`src/common/cpu_params.svh`:
```
// Machine-wide widths and constants for the 16-bit pipeline
// Include in every file that sizes a data word or a register id
`ifndef CPU_PARAMS_SVH
`define CPU_PARAMS_SVH

// Datapath sizing
`define WORD_W   16             // Data and instruction width
`define REG_ID_W 4              // Sixteen architectural registers

// Start address of the first fetch
`define RESET_PC 16'h0000

// Bubble word loaded by a flush
// ADD r0, r0, r0 so no register is written and no flag moves
`define NOP_WORD 16'h0000

`endif

```
`src/common/cpuPkg.sv`:
```
// Opcode and condition encodings, instruction word views and the flag register
// Modules pull these in with a wildcard import in their header
package cpuPkg;

  // Top nibble of every instruction word
  typedef enum logic [3:0] {
    ADD = 4'h0,
    SUB = 4'h1,
    XOR = 4'h2,
    LLB = 4'h3,                 // Load sign-extended 8-bit immediate
    LW  = 4'h4,
    SW  = 4'h5,
    B   = 4'h6,                 // PC-relative, conditional
    BR  = 4'h7,                 // Target in Rs, conditional
    HLT = 4'hF
  } opcodeT;

  // Branch conditions, tested against the flag register
  typedef enum logic [2:0] {
    NE  = 3'd0,
    EQ  = 3'd1,
    GT  = 3'd2,
    LT  = 3'd3,
    GE  = 3'd4,
    LE  = 3'd5,
    OV  = 3'd6,
    UNC = 3'd7
  } condT;

  // ALU, memory and LLB layout
  typedef struct packed {
    opcodeT     opcode;
    logic [3:0] rd;
    logic [3:0] rs;             // High half of imm8 for LLB
    logic [3:0] rt;             // imm4 for LW/SW, low half of imm8 for LLB
  } regFormT;

  // B and BR layout, BR keeps Rs in bits 7:4
  typedef struct packed {
    opcodeT     opcode;
    condT       cond;
    logic [8:0] imm9;           // Word offset from PC+2
  } branchFormT;

  // Same 16 bits read two ways
  typedef union packed {
    regFormT    regForm;
    branchFormT branchForm;
  } instrU;

  typedef struct packed {
    logic z;
    logic n;
    logic v;
  } flagsT;

endpackage

```
`src/hazard/hazardDetect.sv`:
```
// Pipeline hazard control for load-to-use, B and BR
// Produces the PC hold, IF/ID hold and the two flush levels for pipeCore
`include "cpu_params.svh"

module hazardDetect (
  input  logic [`REG_ID_W-1:0] srcReg1,
  input  logic [`REG_ID_W-1:0] srcReg2,
  input  logic                 idExRegWrite,
  input  logic [`REG_ID_W-1:0] idExRd,
  input  logic [`REG_ID_W-1:0] exMemRd,
  input  logic                 exMemRegWrite,
  input  logic                 idExMemRead,
  input  logic                 idMemWrite,
  input  logic                 idExZEn,
  input  logic                 idExNvEn,
  input  logic                 branch,
  input  logic                 branchReg,
  input  logic                 updatePc,
  input  logic                 hlt,
  output logic                 pcStall,
  output logic                 ifIdStall,
  output logic                 idFlush,
  output logic                 ifFlush
);

  logic loadUse;
  logic brFlagWait;
  logic brRegWait;
  logic stall;

  // Load in EX feeding an ID read, SW data in Rt can use MEM-MEM forwarding
  assign loadUse = idExMemRead && (idExRd != '0) &&
                   ((idExRd == srcReg1) || ((idExRd == srcReg2) && !idMemWrite));

  // Branch must see flags written by the instruction in EX
  assign brFlagWait = branch && (idExZEn || idExNvEn);

  // BR needs Rs from EX or MEM since branches resolve in ID
  assign brRegWait = branchReg && (srcReg1 != '0) &&
                     ((idExRegWrite && (idExRd == srcReg1)) ||
                      (exMemRegWrite && (exMemRd == srcReg1)));

  assign stall     = loadUse || brFlagWait || brRegWait;
  assign pcStall   = stall || hlt;
  assign ifIdStall = stall;
  assign idFlush   = stall;
  assign ifFlush   = updatePc;

endmodule

```
`src/aluFlags.sv`:
```
// EX-stage ALU with the Z/N/V flag register
// Result is combinational, flags are written on the edge that ends EX
`include "cpu_params.svh"

module aluFlags import cpuPkg::*; (
  input  logic               clk,
  input  logic               rstN,
  input  opcodeT             aluOp,
  input  logic [`WORD_W-1:0] opA,
  input  logic [`WORD_W-1:0] opB,
  input  logic               zEn,          // ADD, SUB, XOR
  input  logic               nvEn,         // ADD, SUB
  output logic [`WORD_W-1:0] result,
  output flagsT              flags
);

  logic [`WORD_W-1:0] sum;
  logic [`WORD_W-1:0] diff;
  logic               ovAdd;
  logic               ovSub;
  logic               ovNow;

  assign sum  = opA + opB;                 // Also the LW/SW address
  assign diff = opA - opB;

  // Two's complement overflow from operand and result signs
  assign ovAdd = (opA[`WORD_W-1] == opB[`WORD_W-1]) && (sum[`WORD_W-1] != opA[`WORD_W-1]);
  assign ovSub = (opA[`WORD_W-1] != opB[`WORD_W-1]) && (diff[`WORD_W-1] != opA[`WORD_W-1]);
  assign ovNow = (aluOp == SUB) ? ovSub : ovAdd;

  always_comb begin
    case (aluOp)
      SUB:     result = diff;
      XOR:     result = opA ^ opB;
      LLB:     result = opB;               // Immediate passes straight through
      default: result = sum;               // ADD, LW, SW
    endcase
  end

  ////////////////////////////////////////////////////////////////////////////
  // Flag register, each group written only by its enable
  ////////////////////////////////////////////////////////////////////////////
  always_ff @(posedge clk or negedge rstN) begin
    if (!rstN) begin
      flags <= '0;
    end else begin
      if (zEn) begin
        flags.z <= (result == '0);
      end
      if (nvEn) begin
        flags.n <= result[`WORD_W-1];
        flags.v <= ovNow;
      end
    end
  end

endmodule

```
`src/branchUnit.sv`:
```
// ID-stage branch resolution
// Tests the condition against the flag register and forms the redirect target
`include "cpu_params.svh"

module branchUnit import cpuPkg::*; (
  input  logic [`WORD_W-1:0] pcPlus2,      // Address after the branch
  input  logic [`WORD_W-1:0] imm,          // Sign-extended imm9
  input  logic [`WORD_W-1:0] rsData,
  input  condT               cond,
  input  flagsT              flags,
  input  logic               branch,
  input  logic               branchReg,
  output logic               updatePc,
  output logic [`WORD_W-1:0] target
);

  logic condMet;

  always_comb begin
    case (cond)
      NE:      condMet = ~flags.z;
      EQ:      condMet = flags.z;
      GT:      condMet = ~flags.z & ~flags.n;
      LT:      condMet = flags.n;
      GE:      condMet = flags.z | ~flags.n;
      LE:      condMet = flags.z | flags.n;
      OV:      condMet = flags.v;
      default: condMet = 1'b1;             // UNC
    endcase
  end

  assign updatePc = branch & condMet;

  // Word offset for B, register target for BR
  assign target = branchReg ? rsData : pcPlus2 + {imm[`WORD_W-2:0], 1'b0};

endmodule

```
`src/instrDecode.sv`:
```
// ID-stage decoder that splits the fetched word into register ids, immediate and control
// Purely combinational, sits between the IF/ID register and the ID/EX register
`include "cpu_params.svh"

module instrDecode import cpuPkg::*; (
  input  instrU                instr,
  output logic [`REG_ID_W-1:0] srcReg1,    // Rs read port
  output logic [`REG_ID_W-1:0] srcReg2,    // Rt read port, or store data for SW
  output logic [`REG_ID_W-1:0] rd,
  output logic [`WORD_W-1:0]   imm,
  output logic                 regWrite,
  output logic                 memRead,
  output logic                 memWrite,
  output logic                 zEn,
  output logic                 nvEn,
  output logic                 branch,     // B or BR
  output logic                 branchReg,  // BR only
  output logic                 hlt,
  output logic                 useImm,     // ALU B operand comes from imm
  output opcodeT               aluOp,
  output condT                 cond
);

  opcodeT op;
  logic   rdNonZero;                       // r0 destinations write nothing and set no flags

  assign op        = instr.regForm.opcode;
  assign rdNonZero = (instr.regForm.rd != '0);
  assign aluOp     = op;
  assign cond      = instr.branchForm.cond;
  assign rd        = instr.regForm.rd;

  always_comb begin
    srcReg1   = instr.regForm.rs;
    srcReg2   = instr.regForm.rt;
    imm       = '0;
    regWrite  = 1'b0;
    memRead   = 1'b0;
    memWrite  = 1'b0;
    zEn       = 1'b0;
    nvEn      = 1'b0;
    branch    = 1'b0;
    branchReg = 1'b0;
    hlt       = 1'b0;
    useImm    = 1'b0;
    case (op)
      ADD, SUB: begin
        regWrite = rdNonZero;
        zEn      = rdNonZero;
        nvEn     = rdNonZero;
      end
      XOR: begin
        regWrite = rdNonZero;
        zEn      = rdNonZero;              // Z only
      end
      LLB: begin
        srcReg1  = '0;                     // Rs/Rt bits are immediate here
        srcReg2  = '0;
        regWrite = rdNonZero;
        useImm   = 1'b1;
        imm      = {{8{instr.regForm.rs[3]}}, instr.regForm.rs, instr.regForm.rt};
      end
      LW, SW: begin
        useImm = 1'b1;                     // Address is Rs + imm4
        imm    = {{12{instr.regForm.rt[3]}}, instr.regForm.rt};
        if (op == SW) begin
          srcReg2  = instr.regForm.rd;     // Store data lives in the rd field
          memWrite = 1'b1;
        end else begin
          srcReg2  = '0;
          memRead  = 1'b1;
          regWrite = rdNonZero;
        end
      end
      B: begin
        srcReg1 = '0;
        srcReg2 = '0;
        branch  = 1'b1;
        imm     = {{7{instr.branchForm.imm9[8]}}, instr.branchForm.imm9};
      end
      BR: begin
        srcReg2   = '0;                    // Only Rs is read
        branch    = 1'b1;
        branchReg = 1'b1;
      end
      HLT: begin
        srcReg1 = '0;
        srcReg2 = '0;
        hlt     = 1'b1;
      end
      default: begin                       // Unused opcodes behave as a bubble
        srcReg1 = '0;
        srcReg2 = '0;
      end
    endcase
  end

endmodule

```
`src/pipeCore.sv`:
```
// Five-stage in-order core with PC, stage registers, forwarding and halt latch
// Instruction and data memories hang off the loose imem and dmem ports
`include "cpu_params.svh"

module pipeCore import cpuPkg::*; (
  input  logic               clk,
  input  logic               rstN,
  output logic [`WORD_W-1:0] imemAddr,
  input  logic [`WORD_W-1:0] imemData,     // Combinational fetch
  output logic [`WORD_W-1:0] dmemAddr,
  output logic [`WORD_W-1:0] dmemWdata,
  output logic               dmemWe,       // One pulse per SW in MEM
  input  logic [`WORD_W-1:0] dmemRdata,
  output logic               halted
);

  // IF
  logic [`WORD_W-1:0]   pc;
  logic [`WORD_W-1:0]   pcPlus2;
  logic                 fetchStop;         // HLT has been decoded
  // IF/ID
  instrU                ifIdInstr;
  logic [`WORD_W-1:0]   ifIdPcPlus2;
  // ID
  logic [`REG_ID_W-1:0] srcReg1;
  logic [`REG_ID_W-1:0] srcReg2;
  logic [`REG_ID_W-1:0] idRd;
  logic [`WORD_W-1:0]   idImm;
  logic                 idRegWrite;
  logic                 idMemRead;
  logic                 idMemWrite;
  logic                 idZEn;
  logic                 idNvEn;
  logic                 idBranch;
  logic                 idBranchReg;
  logic                 idHlt;
  logic                 idUseImm;
  opcodeT               idAluOp;
  condT                 idCond;
  logic [`WORD_W-1:0]   rsData;
  logic [`WORD_W-1:0]   rtData;
  logic                 brUpdate;
  logic                 takeBranch;        // Redirect that is not held by a stall
  logic [`WORD_W-1:0]   brTarget;
  logic                 pcStall;
  logic                 ifIdStall;
  logic                 idFlush;
  logic                 ifFlush;
  flagsT                flags;
  // ID/EX
  logic                 idExRegWrite;
  logic                 idExMemRead;
  logic                 idExMemWrite;
  logic                 idExZEn;
  logic                 idExNvEn;
  logic                 idExHlt;
  logic                 idExUseImm;
  opcodeT               idExAluOp;
  logic [`REG_ID_W-1:0] idExRd;
  logic [`REG_ID_W-1:0] idExRs;
  logic [`REG_ID_W-1:0] idExRt;
  logic [`WORD_W-1:0]   idExRsData;
  logic [`WORD_W-1:0]   idExRtData;
  logic [`WORD_W-1:0]   idExImm;
  // EX
  logic [`WORD_W-1:0]   fwdA;
  logic [`WORD_W-1:0]   fwdB;
  logic [`WORD_W-1:0]   opB;
  logic [`WORD_W-1:0]   exResult;
  // EX/MEM
  logic                 exMemRegWrite;
  logic                 exMemMemRead;
  logic                 exMemMemWrite;
  logic                 exMemHlt;
  logic [`REG_ID_W-1:0] exMemRd;
  logic [`REG_ID_W-1:0] exMemRt;           // SW data register for MEM-MEM
  logic [`WORD_W-1:0]   exMemAlu;
  logic [`WORD_W-1:0]   exMemStore;
  logic                 memFwdOk;
  // MEM/WB
  logic                 memWbRegWrite;
  logic                 memWbMemRead;
  logic                 memWbHlt;
  logic [`REG_ID_W-1:0] memWbRd;
  logic [`WORD_W-1:0]   memWbAlu;
  logic [`WORD_W-1:0]   memWbLoad;
  logic [`WORD_W-1:0]   wbData;

  ////////////////////////////////////////////////////////////////////////////
  // IF
  ////////////////////////////////////////////////////////////////////////////
  assign imemAddr = pc;
  assign pcPlus2  = pc + `WORD_W'(2);

  always_ff @(posedge clk or negedge rstN) begin
    if (!rstN) begin
      pc        <= `RESET_PC;
      fetchStop <= 1'b0;
    end else begin
      if (takeBranch) pc <= brTarget;
      else if (!pcStall && !fetchStop) pc <= pcPlus2;
      if (idHlt) fetchStop <= 1'b1;       // Freeze fetch for good
    end
  end

  always_ff @(posedge clk or negedge rstN) begin
    if (!rstN) begin
      ifIdInstr <= `NOP_WORD;
    end else if (!ifIdStall) begin
      // Wrong-path slot and anything after HLT become bubbles
      if (ifFlush || idHlt || fetchStop) ifIdInstr <= `NOP_WORD;
      else ifIdInstr <= imemData;
    end
  end

  always_ff @(posedge clk) begin
    if (!ifIdStall) ifIdPcPlus2 <= pcPlus2;
  end

  ////////////////////////////////////////////////////////////////////////////
  // ID
  ////////////////////////////////////////////////////////////////////////////
  instrDecode decode0 (
    .instr(ifIdInstr), .srcReg1(srcReg1), .srcReg2(srcReg2), .rd(idRd),
    .imm(idImm), .regWrite(idRegWrite), .memRead(idMemRead),
    .memWrite(idMemWrite), .zEn(idZEn), .nvEn(idNvEn), .branch(idBranch),
    .branchReg(idBranchReg), .hlt(idHlt), .useImm(idUseImm),
    .aluOp(idAluOp), .cond(idCond)
  );

  regFile regs0 (
    .clk(clk), .rstN(rstN), .rdAddr1(srcReg1), .rdAddr2(srcReg2),
    .wrAddr(memWbRd), .wrData(wbData), .wrEn(memWbRegWrite),
    .rdData1(rsData), .rdData2(rtData)
  );

  branchUnit branch0 (
    .pcPlus2(ifIdPcPlus2), .imm(idImm), .rsData(rsData), .cond(idCond),
    .flags(flags), .branch(idBranch), .branchReg(idBranchReg),
    .updatePc(brUpdate), .target(brTarget)
  );

  assign takeBranch = brUpdate & ~ifIdStall;   // Stalled branch waits

  hazardDetect hazard0 (
    .srcReg1(srcReg1), .srcReg2(srcReg2), .idExRegWrite(idExRegWrite),
    .idExRd(idExRd), .exMemRd(exMemRd), .exMemRegWrite(exMemRegWrite),
    .idExMemRead(idExMemRead), .idMemWrite(idMemWrite), .idExZEn(idExZEn),
    .idExNvEn(idExNvEn), .branch(idBranch), .branchReg(idBranchReg),
    .updatePc(takeBranch), .hlt(idHlt), .pcStall(pcStall),
    .ifIdStall(ifIdStall), .idFlush(idFlush), .ifFlush(ifFlush)
  );

  // ID/EX, a flushed slot becomes ADD r0, r0, r0
  always_ff @(posedge clk or negedge rstN) begin
    if (!rstN) begin
      idExRegWrite <= 1'b0;
      idExMemRead  <= 1'b0;
      idExMemWrite <= 1'b0;
      idExZEn      <= 1'b0;
      idExNvEn     <= 1'b0;
      idExHlt      <= 1'b0;
      idExUseImm   <= 1'b0;
      idExAluOp    <= ADD;
      idExRd       <= '0;
      idExRs       <= '0;
      idExRt       <= '0;
      idExRsData   <= '0;
      idExRtData   <= '0;
      idExImm      <= '0;
    end else begin
      idExRegWrite <= idRegWrite & ~idFlush;
      idExMemRead  <= idMemRead & ~idFlush;
      idExMemWrite <= idMemWrite & ~idFlush;
      idExZEn      <= idZEn & ~idFlush;
      idExNvEn     <= idNvEn & ~idFlush;
      idExHlt      <= idHlt & ~idFlush;
      idExUseImm   <= idUseImm & ~idFlush;
      idExAluOp    <= idFlush ? ADD : idAluOp;
      idExRd       <= idFlush ? '0 : idRd;
      idExRs       <= idFlush ? '0 : srcReg1;
      idExRt       <= idFlush ? '0 : srcReg2;
      idExRsData   <= rsData;
      idExRtData   <= rtData;
      idExImm      <= idImm;
    end
  end

  ////////////////////////////////////////////////////////////////////////////
  // EX
  ////////////////////////////////////////////////////////////////////////////
  assign memFwdOk = exMemRegWrite & ~exMemMemRead;   // Load data not ready in MEM

  // MEM result first, then WB, then the register file copy
  always_comb begin
    if (memFwdOk && exMemRd == idExRs) fwdA = exMemAlu;
    else if (memWbRegWrite && memWbRd == idExRs) fwdA = wbData;
    else fwdA = idExRsData;
    if (memFwdOk && exMemRd == idExRt) fwdB = exMemAlu;
    else if (memWbRegWrite && memWbRd == idExRt) fwdB = wbData;
    else fwdB = idExRtData;
  end

  assign opB = idExUseImm ? idExImm : fwdB;    // fwdB stays the SW data

  aluFlags alu0 (
    .clk(clk), .rstN(rstN), .aluOp(idExAluOp), .opA(fwdA), .opB(opB),
    .zEn(idExZEn), .nvEn(idExNvEn), .result(exResult), .flags(flags)
  );

  always_ff @(posedge clk or negedge rstN) begin
    if (!rstN) begin
      exMemRegWrite <= 1'b0;
      exMemMemRead  <= 1'b0;
      exMemMemWrite <= 1'b0;
      exMemHlt      <= 1'b0;
      exMemRd       <= '0;
      exMemRt       <= '0;
      exMemAlu      <= '0;
      exMemStore    <= '0;
    end else begin
      exMemRegWrite <= idExRegWrite;
      exMemMemRead  <= idExMemRead;
      exMemMemWrite <= idExMemWrite;
      exMemHlt      <= idExHlt;
      exMemRd       <= idExRd;
      exMemRt       <= idExRt;
      exMemAlu      <= exResult;
      exMemStore    <= fwdB;
    end
  end

  ////////////////////////////////////////////////////////////////////////////
  // MEM
  ////////////////////////////////////////////////////////////////////////////
  assign dmemAddr  = exMemAlu;
  assign dmemWe    = exMemMemWrite;
  // Load just ahead of a SW hands its word straight to the store
  assign dmemWdata = (memWbRegWrite && memWbRd == exMemRt) ? wbData : exMemStore;

  always_ff @(posedge clk or negedge rstN) begin
    if (!rstN) begin
      memWbRegWrite <= 1'b0;
      memWbMemRead  <= 1'b0;
      memWbHlt      <= 1'b0;
      memWbRd       <= '0;
      memWbAlu      <= '0;
      memWbLoad     <= '0;
    end else begin
      memWbRegWrite <= exMemRegWrite;
      memWbMemRead  <= exMemMemRead;
      memWbHlt      <= exMemHlt;
      memWbRd       <= exMemRd;
      memWbAlu      <= exMemAlu;
      memWbLoad     <= dmemRdata;
    end
  end

  ////////////////////////////////////////////////////////////////////////////
  // WB and halt
  ////////////////////////////////////////////////////////////////////////////
  assign wbData = memWbMemRead ? memWbLoad : memWbAlu;

  always_ff @(posedge clk or negedge rstN) begin
    if (!rstN) begin
      halted <= 1'b0;
    end else if (memWbHlt) begin
      halted <= 1'b1;                      // Sticky until reset
    end
  end

endmodule

```
`src/regFile.sv`:
```
// Sixteen-entry register file with two read ports and one write port
// A WB write in the same cycle is forwarded to the ID reads
`include "cpu_params.svh"

module regFile (
  input  logic                 clk,
  input  logic                 rstN,
  input  logic [`REG_ID_W-1:0] rdAddr1,
  input  logic [`REG_ID_W-1:0] rdAddr2,
  input  logic [`REG_ID_W-1:0] wrAddr,
  input  logic [`WORD_W-1:0]   wrData,
  input  logic                 wrEn,
  output logic [`WORD_W-1:0]   rdData1,
  output logic [`WORD_W-1:0]   rdData2
);

  logic [`WORD_W-1:0] regs [0:(1 << `REG_ID_W)-1];
  logic               wrLive;              // Write that actually lands

  assign wrLive = wrEn && (wrAddr != '0);  // r0 stays zero

  always_ff @(posedge clk or negedge rstN) begin
    if (!rstN) begin
      for (int i = 0; i < (1 << `REG_ID_W); i++) begin
        regs[i] <= '0;
      end
    end else if (wrLive) begin
      regs[wrAddr] <= wrData;
    end
  end

  // Write-through so WB and ID may share a cycle
  assign rdData1 = (wrLive && wrAddr == rdAddr1) ? wrData : regs[rdAddr1];
  assign rdData2 = (wrLive && wrAddr == rdAddr2) ? wrData : regs[rdAddr2];

endmodule

```
`config.mk`:
```
export PLATFORM = sky130hd
export DESIGN_NAME = pipeCore
export DESIGN_NICKNAME = d
export VERILOG_FILES = /design/src/common/cpuPkg.sv /design/src/hazard/hazardDetect.sv /design/src/aluFlags.sv /design/src/branchUnit.sv /design/src/instrDecode.sv /design/src/pipeCore.sv /design/src/regFile.sv
export VERILOG_INCLUDE_DIRS = /design/src /design/src/common
export SDC_FILE = /design/constraint.sdc
export NUM_CORES = 1
export LEC_CHECK = 0
export ABC_AREA = 1
export BUFFER_PORTS_ARGS = -buffer_cell sky130_fd_sc_hd__buf_2
export CAP_MARGIN = 25
export CORE_MARGIN = 3
export CORE_UTILIZATION = 38
export CTS_BUF_LIST = sky130_fd_sc_hd__clkbuf_4
export CTS_CLUSTER_DIAMETER = 150
export DETAILED_ROUTE_END_ITERATION = 8
export GPL_ROUTABILITY_DRIVEN = 0
export PLACE_DENSITY_LB_ADDON = 0.25
export SKIP_CTS_REPAIR_TIMING = 1
export SYNTH_ARGS = -nofsm -noshare
export SYNTH_HDL_FRONTEND = slang
export SYNTH_SLANG_ARGS = --single-unit
```
`constraint.sdc`:
```
create_clock -name clk -period 4.33 [get_ports clk]
set_input_delay 0.866 -clock clk [delete_from_list [all_inputs] [get_ports clk]]
set_output_delay 0.866 -clock clk [all_outputs]
set_load 0.02 [all_outputs]
```
==> impl_metrics.yaml, run 1 <==
die:
  chipWidth_um: 264
  core.rowCount: 93
  floorplan.core_area_um2: 65200
  die_area_um2: 69700
  die_h_um: 264
  io_pins: 84
  initial_utilization: 0.388
setup_path:
  timing.reg2reg.worst_path_depth: 24
  cp_data_arrival_time_ns: 3.25
  crit-reg2reg-launch: "memWbRd[1]"
  worstPathMaxFanout: 32
  r2r_setup_slack_ns: 0.38
  critPathRequiredTime_ns: 3.46
  endpoint_kind: "output port"
  setup.worst_path.start_class: "flop"
  worstSetupPathType: "flop to output port"
  worstReg2RegEnd: "alu0.flags[2]"
routing:
  remaining_drc_errors: 0
  detail_route.wirelength_um: 89900
  vias: 24000
  detail_route.vias_per_cell: 5.49
  wl_per_cell_um: 20.6
  route.antenna.remaining_nets: 0
  drt_iter0_markers: 2725
  detailedRoute.firstPassIterationCount: 5
timing:
  min_period_over_period: 0.950
  final-hold-violation-count: 0
  fmax_mhz: 243
  fin_hold_ws_ns: 0.0999
  maxSlewHeadroom: 0.298
  worst_clock_skew_ns: 0.0470
  fin_crit_ns: 4.11
  grt_setup_unrepaired: "no"
  worst_pin_slew_ns: 1.05
  final-setup-viol-count: 0
  timing.final.max_slew_violations: 0
  tns_ns: 0
clock_tree:
  cts_buffer_depth: 3
  numCtsBuffers: 133
  clk_pin_slew_worst_paths_ns: 0.07
  worstSkewPairLatency_ns: 0.99
  tritoncts_clock_tree: "done"
  clockRootBuffer: "sky130_fd_sc_hd__clkbuf_4"
  tritoncts_num_sinks: 456
  h-tree-depth: 4
placement:
  detailed_place_hpwl_um: 59000
  dp.cells: 4130
  port_buffers: 83
cells_and_area:
  fin_cells: 4373
  drive_gt1_frac: 0.126
  layout.nets: 3510
  syn2layout_area_growth_pct: 12.6
min_path:
  holdCritPathClass: "input port to flop"
  hold_path_startpoint: "imemData[1]"
  hold_path_end: "ifIdInstr[1]"
  worst_hold_path.num_cells: 3
yosys:
  synth_enable_flop_cells: 16
  syn_nets: 3416
  synthesis.instances: 3333
  postSynthRegisterBits: 456
  ys_types: 54
  register_area_share_after_synthesis: 0.454
  synth_warnings: 0
  synth_ff_type: "sky130_fd_sc_hd__dfrtp_1"
  synth-async-reset-ratio: 0.965
  synth_area_um2: 25300
  synth.avg_cell_area_um2: 7.59
outcome:
  run_status: "finished clean"
global_route:
  antenna_found_initial: 4
  grt_start_max_net_pins: 114
  vias_in_the_first_global_route: 22600
  grt_pass1_wl_um: 137000
  overflow: 0
  grt.total_usage: 0.255
power:
  power_leakage_nw: 13.4
  cellPowerDensity_nw_per_um2: 718
  ir_worst_vdd_mv: 0.329
flow_run:
  timing.max_cap.violations: 0
==> state kept, by name (all words and copies together), names as in the netlist, 16 cells and up <==
register and cells:
memWbAlu 16, dmemAddr 16, memWbLoad 16, imemAddr 16, idExRtData 16, ifIdInstr 16
regs0.regs 256, idExRsData 16, ifIdPcPlus2 16, exMemStore 16
==> synthesized netlist by cell type, types with 11 or more instances <==
master,instances,area share
sky130_fd_sc_hd__a31oi_1,24,0.0059
sky130_fd_sc_hd__xnor2_1,11,0.0038
sky130_fd_sc_hd__dfrtp_1,440,0.44
sky130_fd_sc_hd__clkbuf_1,171,0.025
sky130_fd_sc_hd__buf_2,42,0.0083
sky130_fd_sc_hd__o21ai_0,520,0.10
sky130_fd_sc_hd__or2_2,18,0.0045
sky130_fd_sc_hd__edfxtp_1,16,0.019
sky130_fd_sc_hd__o211ai_1,102,0.030
sky130_fd_sc_hd__o221ai_1,16,0.0055
sky130_fd_sc_hd__nand2_1,636,0.094
sky130_fd_sc_hd__nand4_1,47,0.012
sky130_fd_sc_hd__nand3_1,273,0.054
sky130_fd_sc_hd__nor2_1,282,0.042
sky130_fd_sc_hd__nor3_1,16,0.0032
sky130_fd_sc_hd__inv_1,324,0.048
sky130_fd_sc_hd__xor2_1,25,0.0087
sky130_fd_sc_hd__inv_2,11,0.0016
sky130_fd_sc_hd__a21oi_1,205,0.041
sky130_fd_sc_hd__ha_1,46,0.023
sky130_fd_sc_hd__o21ai_1,20,0.0040
==> cell type report <==
type	instances	area, µm²
fillers	6701	36700
diodes	4	10.0
flip-flops and latches	456	11500
multi-input cells	2311	11700
clock buffers	187	1400
inverters	338	1270
clock inverters	35	194
repair buffers	187	1370
well taps	855	1070
==> metal layers <==
metal	vias up	routed length, µm	share of wire	GRT usage
li1	11400	-	-	-
met1	11400	39100	0.43	0.351
met2	1053	39400	0.44	0.383
met3	188	8290	0.092	0.0672
met4	2	3100	0.034	0.0984
met5	-	11	0.00012	0
==> critical path: stages, from the launching register on <==
cell and delay (ns):
sky130_fd_sc_hd__dfrtp_1 0.49, sky130_fd_sc_hd__xor2_1 0.21, sky130_fd_sc_hd__a211oi_1 0.25, sky130_fd_sc_hd__o2111ai_2 0.16
sky130_fd_sc_hd__buf_4 0.25, sky130_fd_sc_hd__o21ai_0 0.61, sky130_fd_sc_hd__buf_2 0.29
==> worst max path at each step <==
stage | start | to | slack, ns | depth (start not counted)
after floorplan | memWbRd[1] | alu0.flags[2] | 0.78 | 25
after global placement | memWbRd[1] | alu0.flags[2] | 0.37 | 22
after detailed placement | memWbRd[1] | alu0.flags[2] | 0.24 | 22
after CTS | memWbRd[1] | alu0.flags[2] | 0.21 | 22
after global routing | memWbRd[2] | alu0.flags[2] | 0.006 | 28
final | memWbRd[2] | dmemWdata[0] | 0.22 | 6
==> layout by cell type (no fill, tap or decap), drive strengths merged, types with 3 or more instances in the layout <==
| master | netlist | final |
|---|---|---|
| nand2 | 645 | 645 |
| o21ai | 541 | 541 |
| dfrtp | 440 | 440 |
| inv | 335 | 342 |
| nor2 | 289 | 289 |
| nand3 | 277 | 277 |
| a21oi | 206 | 206 |
| clkbuf | 171 | 187 |
| buf | 57 | 170 |
| o211ai | 102 | 102 |
| nand4 | 47 | 47 |
| ha | 46 | 46 |
| clkinv | 3 | 28 |
| xor2 | 25 | 25 |
| a31oi | 24 | 24 |
| or2 | 18 | 18 |
| dlygate4sd3 | 0 | 17 |
| nor3 | 17 | 17 |
| o221ai | 16 | 16 |
| edfxtp | 16 | 16 |
| xnor2 | 11 | 11 |
| and2 | 10 | 10 |
| o22ai | 8 | 8 |
| diode | 0 | 4 |
| a21boi | 4 | 4 |
| a21o | 3 | 3 |
| fa | 3 | 3 |
==> power breakdown <==
part           internal (mW)  switching, mW  total (mW)
Clock                   2.10           1.92        4.01
Sequential              5.75           1.02        6.77
Combinational           3.03           6.65        9.67
==> metrics by stage <==
stage	cell area (µm²)	total power, mW	setup slack [ns]	util
after floorplan	25300	12.9	0.781	-
after global placement	26700	16.2	0.366	0.410
after detailed placement	26700	16.3	0.240	0.410
after CTS	28300	20.4	0.207	0.434
after global routing	28500	22.0	0.00574	0.437
final	28500	20.5	0.216	0.437
==> kinds of logic after synthesis <==
logic type,count (synthesis),share of synthesized area
and+or+nand+nor,1309,0.221
AOI/OAI and AO/OA,917,0.199
buffers and inverters,566,0.0873
DFF,456,0.454
adders and majority gates,49,0.0251
xor gates and xnor gates,36,0.0125
Power figures use the tool's default switching activity.
==> inputs of run 2 (changes only) <==
- CELL_PAD_IN_SITES_DETAIL_PLACEMENT: unset -> 0
- CELL_PAD_IN_SITES_GLOBAL_PLACEMENT: unset -> 1
==> impl_metrics.yaml, run 2 (synthesized netlist as in run 1, its figures left out) <==
cells_and_area:
  number_of_flip_flops_in_the_largest_register: 256
  syn2layout_area_growth_pct: 13.5
  multi_input_comb_area_um2: 11700
  largest-register: "regs0.regs"
  final_cell_mix: "sky130_fd_sc_hd__nand2_1 (635), sky130_fd_sc_hd__o21ai_0 (502), sky130_fd_sc_hd__dfrtp_1 (438), sky130_fd_sc_hd__inv_1 (322), sky130_fd_sc_hd__nor2_1 (273)"
  ff_latch_area_um2: 11500
  drive_gt1_frac: 0.130
  n_fill_cell: 6603
  layout.nets: 3522
  mostFrequentLayoutCell: "sky130_fd_sc_hd__nand2_1"
  design_area_um2: 28700
min_path:
  holdCritPathClass: "input port to flop"
placement:
  detailed_place_hpwl_um: 62600
  dpl-instance-area_um2: 26800
  detailedPlace.worstSlack_ns: 0.252
  port_buffers: 83
clock_tree:
  cts_buffer_depth: 3
  h-tree-depth: 4
  worstSkewPairLatency_ns: 0.98
  clockRootBuffer: "sky130_fd_sc_hd__clkbuf_4"
  tritoncts_num_sinks: 456
  numCtsBuffers: 133
  clk_pin_slew_worst_paths_ns: 0.07
  tritoncts_clock_tree: "done"
power:
  power.net_switching_mw: 9.73
  cellPowerDensity_nw_per_um2: 724
  finalPower_mw: 20.8
  power_leakage_nw: 13.5
  share_seq_of_total_power: 0.324
  power.share.switching: 0.468
  p_clk_frac: 0.201
  comb_power_share: 0.475
  ir_worst_vdd_mv: 0.321
  p_int_mw: 11.1
routing:
  drt_iter0_markers: 2581
  vias: 24400
  route.antenna.remaining_nets: 0
  met1_routed_wirelength_after_detailed_routing_um: 41300
  detail_route.wirelength_um: 94300
  wl_per_cell_um: 21.5
  wl_met2_um: 41800
  wl_met3_um: 7840
  remaining_drc_errors: 0
  topRoutingLayerUsed: "met5"
  detail_route.vias_per_cell: 5.56
  detailedRoute.firstPassIterationCount: 6
setup_path:
  worst_setup_path_startpoint: "exMemRd[0]"
  crit-reg2reg-launch: "exMemRd[0]"
  timing.reg2reg.worst_path_depth: 19
  cp_data_arrival_time_ns: 4.85
  endpoint_kind: "flop"
  worstPathMaxFanout: 14
  endpoint: "alu0.flags[2]"
  critPathRequiredTime_ns: 5.20
  r2r_setup_slack_ns: 0.34
  worstSetupPathType: "flop to flop"
  setup.worst_path.start_class: "flop"
  worstReg2RegEnd: "alu0.flags[2]"
global_route:
  vias_in_the_first_global_route: 23800
  antenna_found_initial: 6
  overflow: 0
  grt_start_max_net_pins: 128
  grt_pass1_wl_um: 144000
  grt.total_usage: 0.268
timing:
  worst_pin_slew_ns: 1.07
  fmax_mhz: 251
  worst_clock_skew_ns: 0.0614
  min_period_over_period: 0.920
  final-setup-viol-count: 0
  grt_setup_unrepaired: "no"
  maxSlewHeadroom: 0.284
  final-hold-violation-count: 0
  tns_ns: 0
  postLayoutSetupSlackWorst_ns: 0.345
  fin_crit_ns: 3.99
  timing.final.max_slew_violations: 0
die:
  chipWidth_um: 264
  die_h_um: 264
  floorplan.core_area_um2: 65200
  die_area_um2: 69700
  core.rowCount: 93
  io_pins: 84
  initial_utilization: 0.388
flow_run:
  timing.max_cap.violations: 0
outcome:
  run_status: "finished clean"
-- run 2: cell count changes in the layout (fill, tap and decap cells not counted), sizes merged --
cell and delta:
clkbuf +2, diode -1, clkinv +1, buf +12, bufinv +2, inv -2
clkinvlp -1
-- run 2: worst max-delay path: stages (launching register included) --
cell and delay (ns):
sky130_fd_sc_hd__dfrtp_1 0.43, sky130_fd_sc_hd__inv_2 0.08, sky130_fd_sc_hd__nor2_1 0.04, sky130_fd_sc_hd__nor3_1 0.36, sky130_fd_sc_hd__nand3_2 0.23, sky130_fd_sc_hd__buf_4 0.25, sky130_fd_sc_hd__a21oi_1 0.31, sky130_fd_sc_hd__o21ai_1 0.13
sky130_fd_sc_hd__inv_1 0.10, sky130_fd_sc_hd__ha_1 0.30, sky130_fd_sc_hd__inv_1 0.16, sky130_fd_sc_hd__nor2_1 0.07, sky130_fd_sc_hd__a221oi_1 0.33, sky130_fd_sc_hd__o21ai_0 0.19, sky130_fd_sc_hd__a31oi_1 0.29, sky130_fd_sc_hd__nand3_1 0.17
sky130_fd_sc_hd__nand3_1 0.10, sky130_fd_sc_hd__nand2_1 0.13, sky130_fd_sc_hd__nand4_1 0.15, sky130_fd_sc_hd__nand2_1 0.07
-- run 2: cell type report --
type                    count  area share
repair buffers            199      0.0528
inverters                 338      0.0442
diodes                      3    0.000261
flip-flops and latches    456       0.400
clock buffers             189      0.0494
clock inverters            35     0.00832
multi-input cells        2311       0.408
well taps                 855      0.0372
-- run 2: worst min path at each step --
stage	start	end	slack [ns]	cells after the start
after detailed placement	idExMemWrite	dmemWe	0.34	0
final	imemData[2]	ifIdInstr[2]	0.14	3
after CTS	dmemRdata[13]	memWbLoad[13]	-0.12	1
after global placement	exMemHlt	memWbHlt	0.33	0
after global routing	imemData[2]	ifIdInstr[2]	0.08	3
after floorplan	idExMemWrite	dmemWe	0.33	0
-- run 2: power by group through the flow --
stage / sequential [mW] / combinational (mW) / clock (mW)
floorplan: 6.59 / 6.33 / 0
global placement: 6.74 / 9.61 / 0
detailed placement: 6.78 / 9.66 / 0
CTS: 6.71 / 9.71 / 4.28
global route: 6.88 / 11.0 / 4.54
finish: 6.74 / 9.88 / 4.17
-- run 2: metal layers --
layer	vias up	track usage
li1	11400	-
met5	-	0
met2	1104	0.408
met1	11600	0.369
met3	229	0.0623
met4	2	0.110
-- run 2: per-stage QoR --
step	util	hold WS (ns)	cells
after global routing	0.441	0.0821	4385
after CTS	0.437	-0.119	4364
final	0.441	0.139	4386
after global placement	0.411	0.333	4139
after floorplan	-	0.331	3333
after detailed placement	0.411	0.336	4140
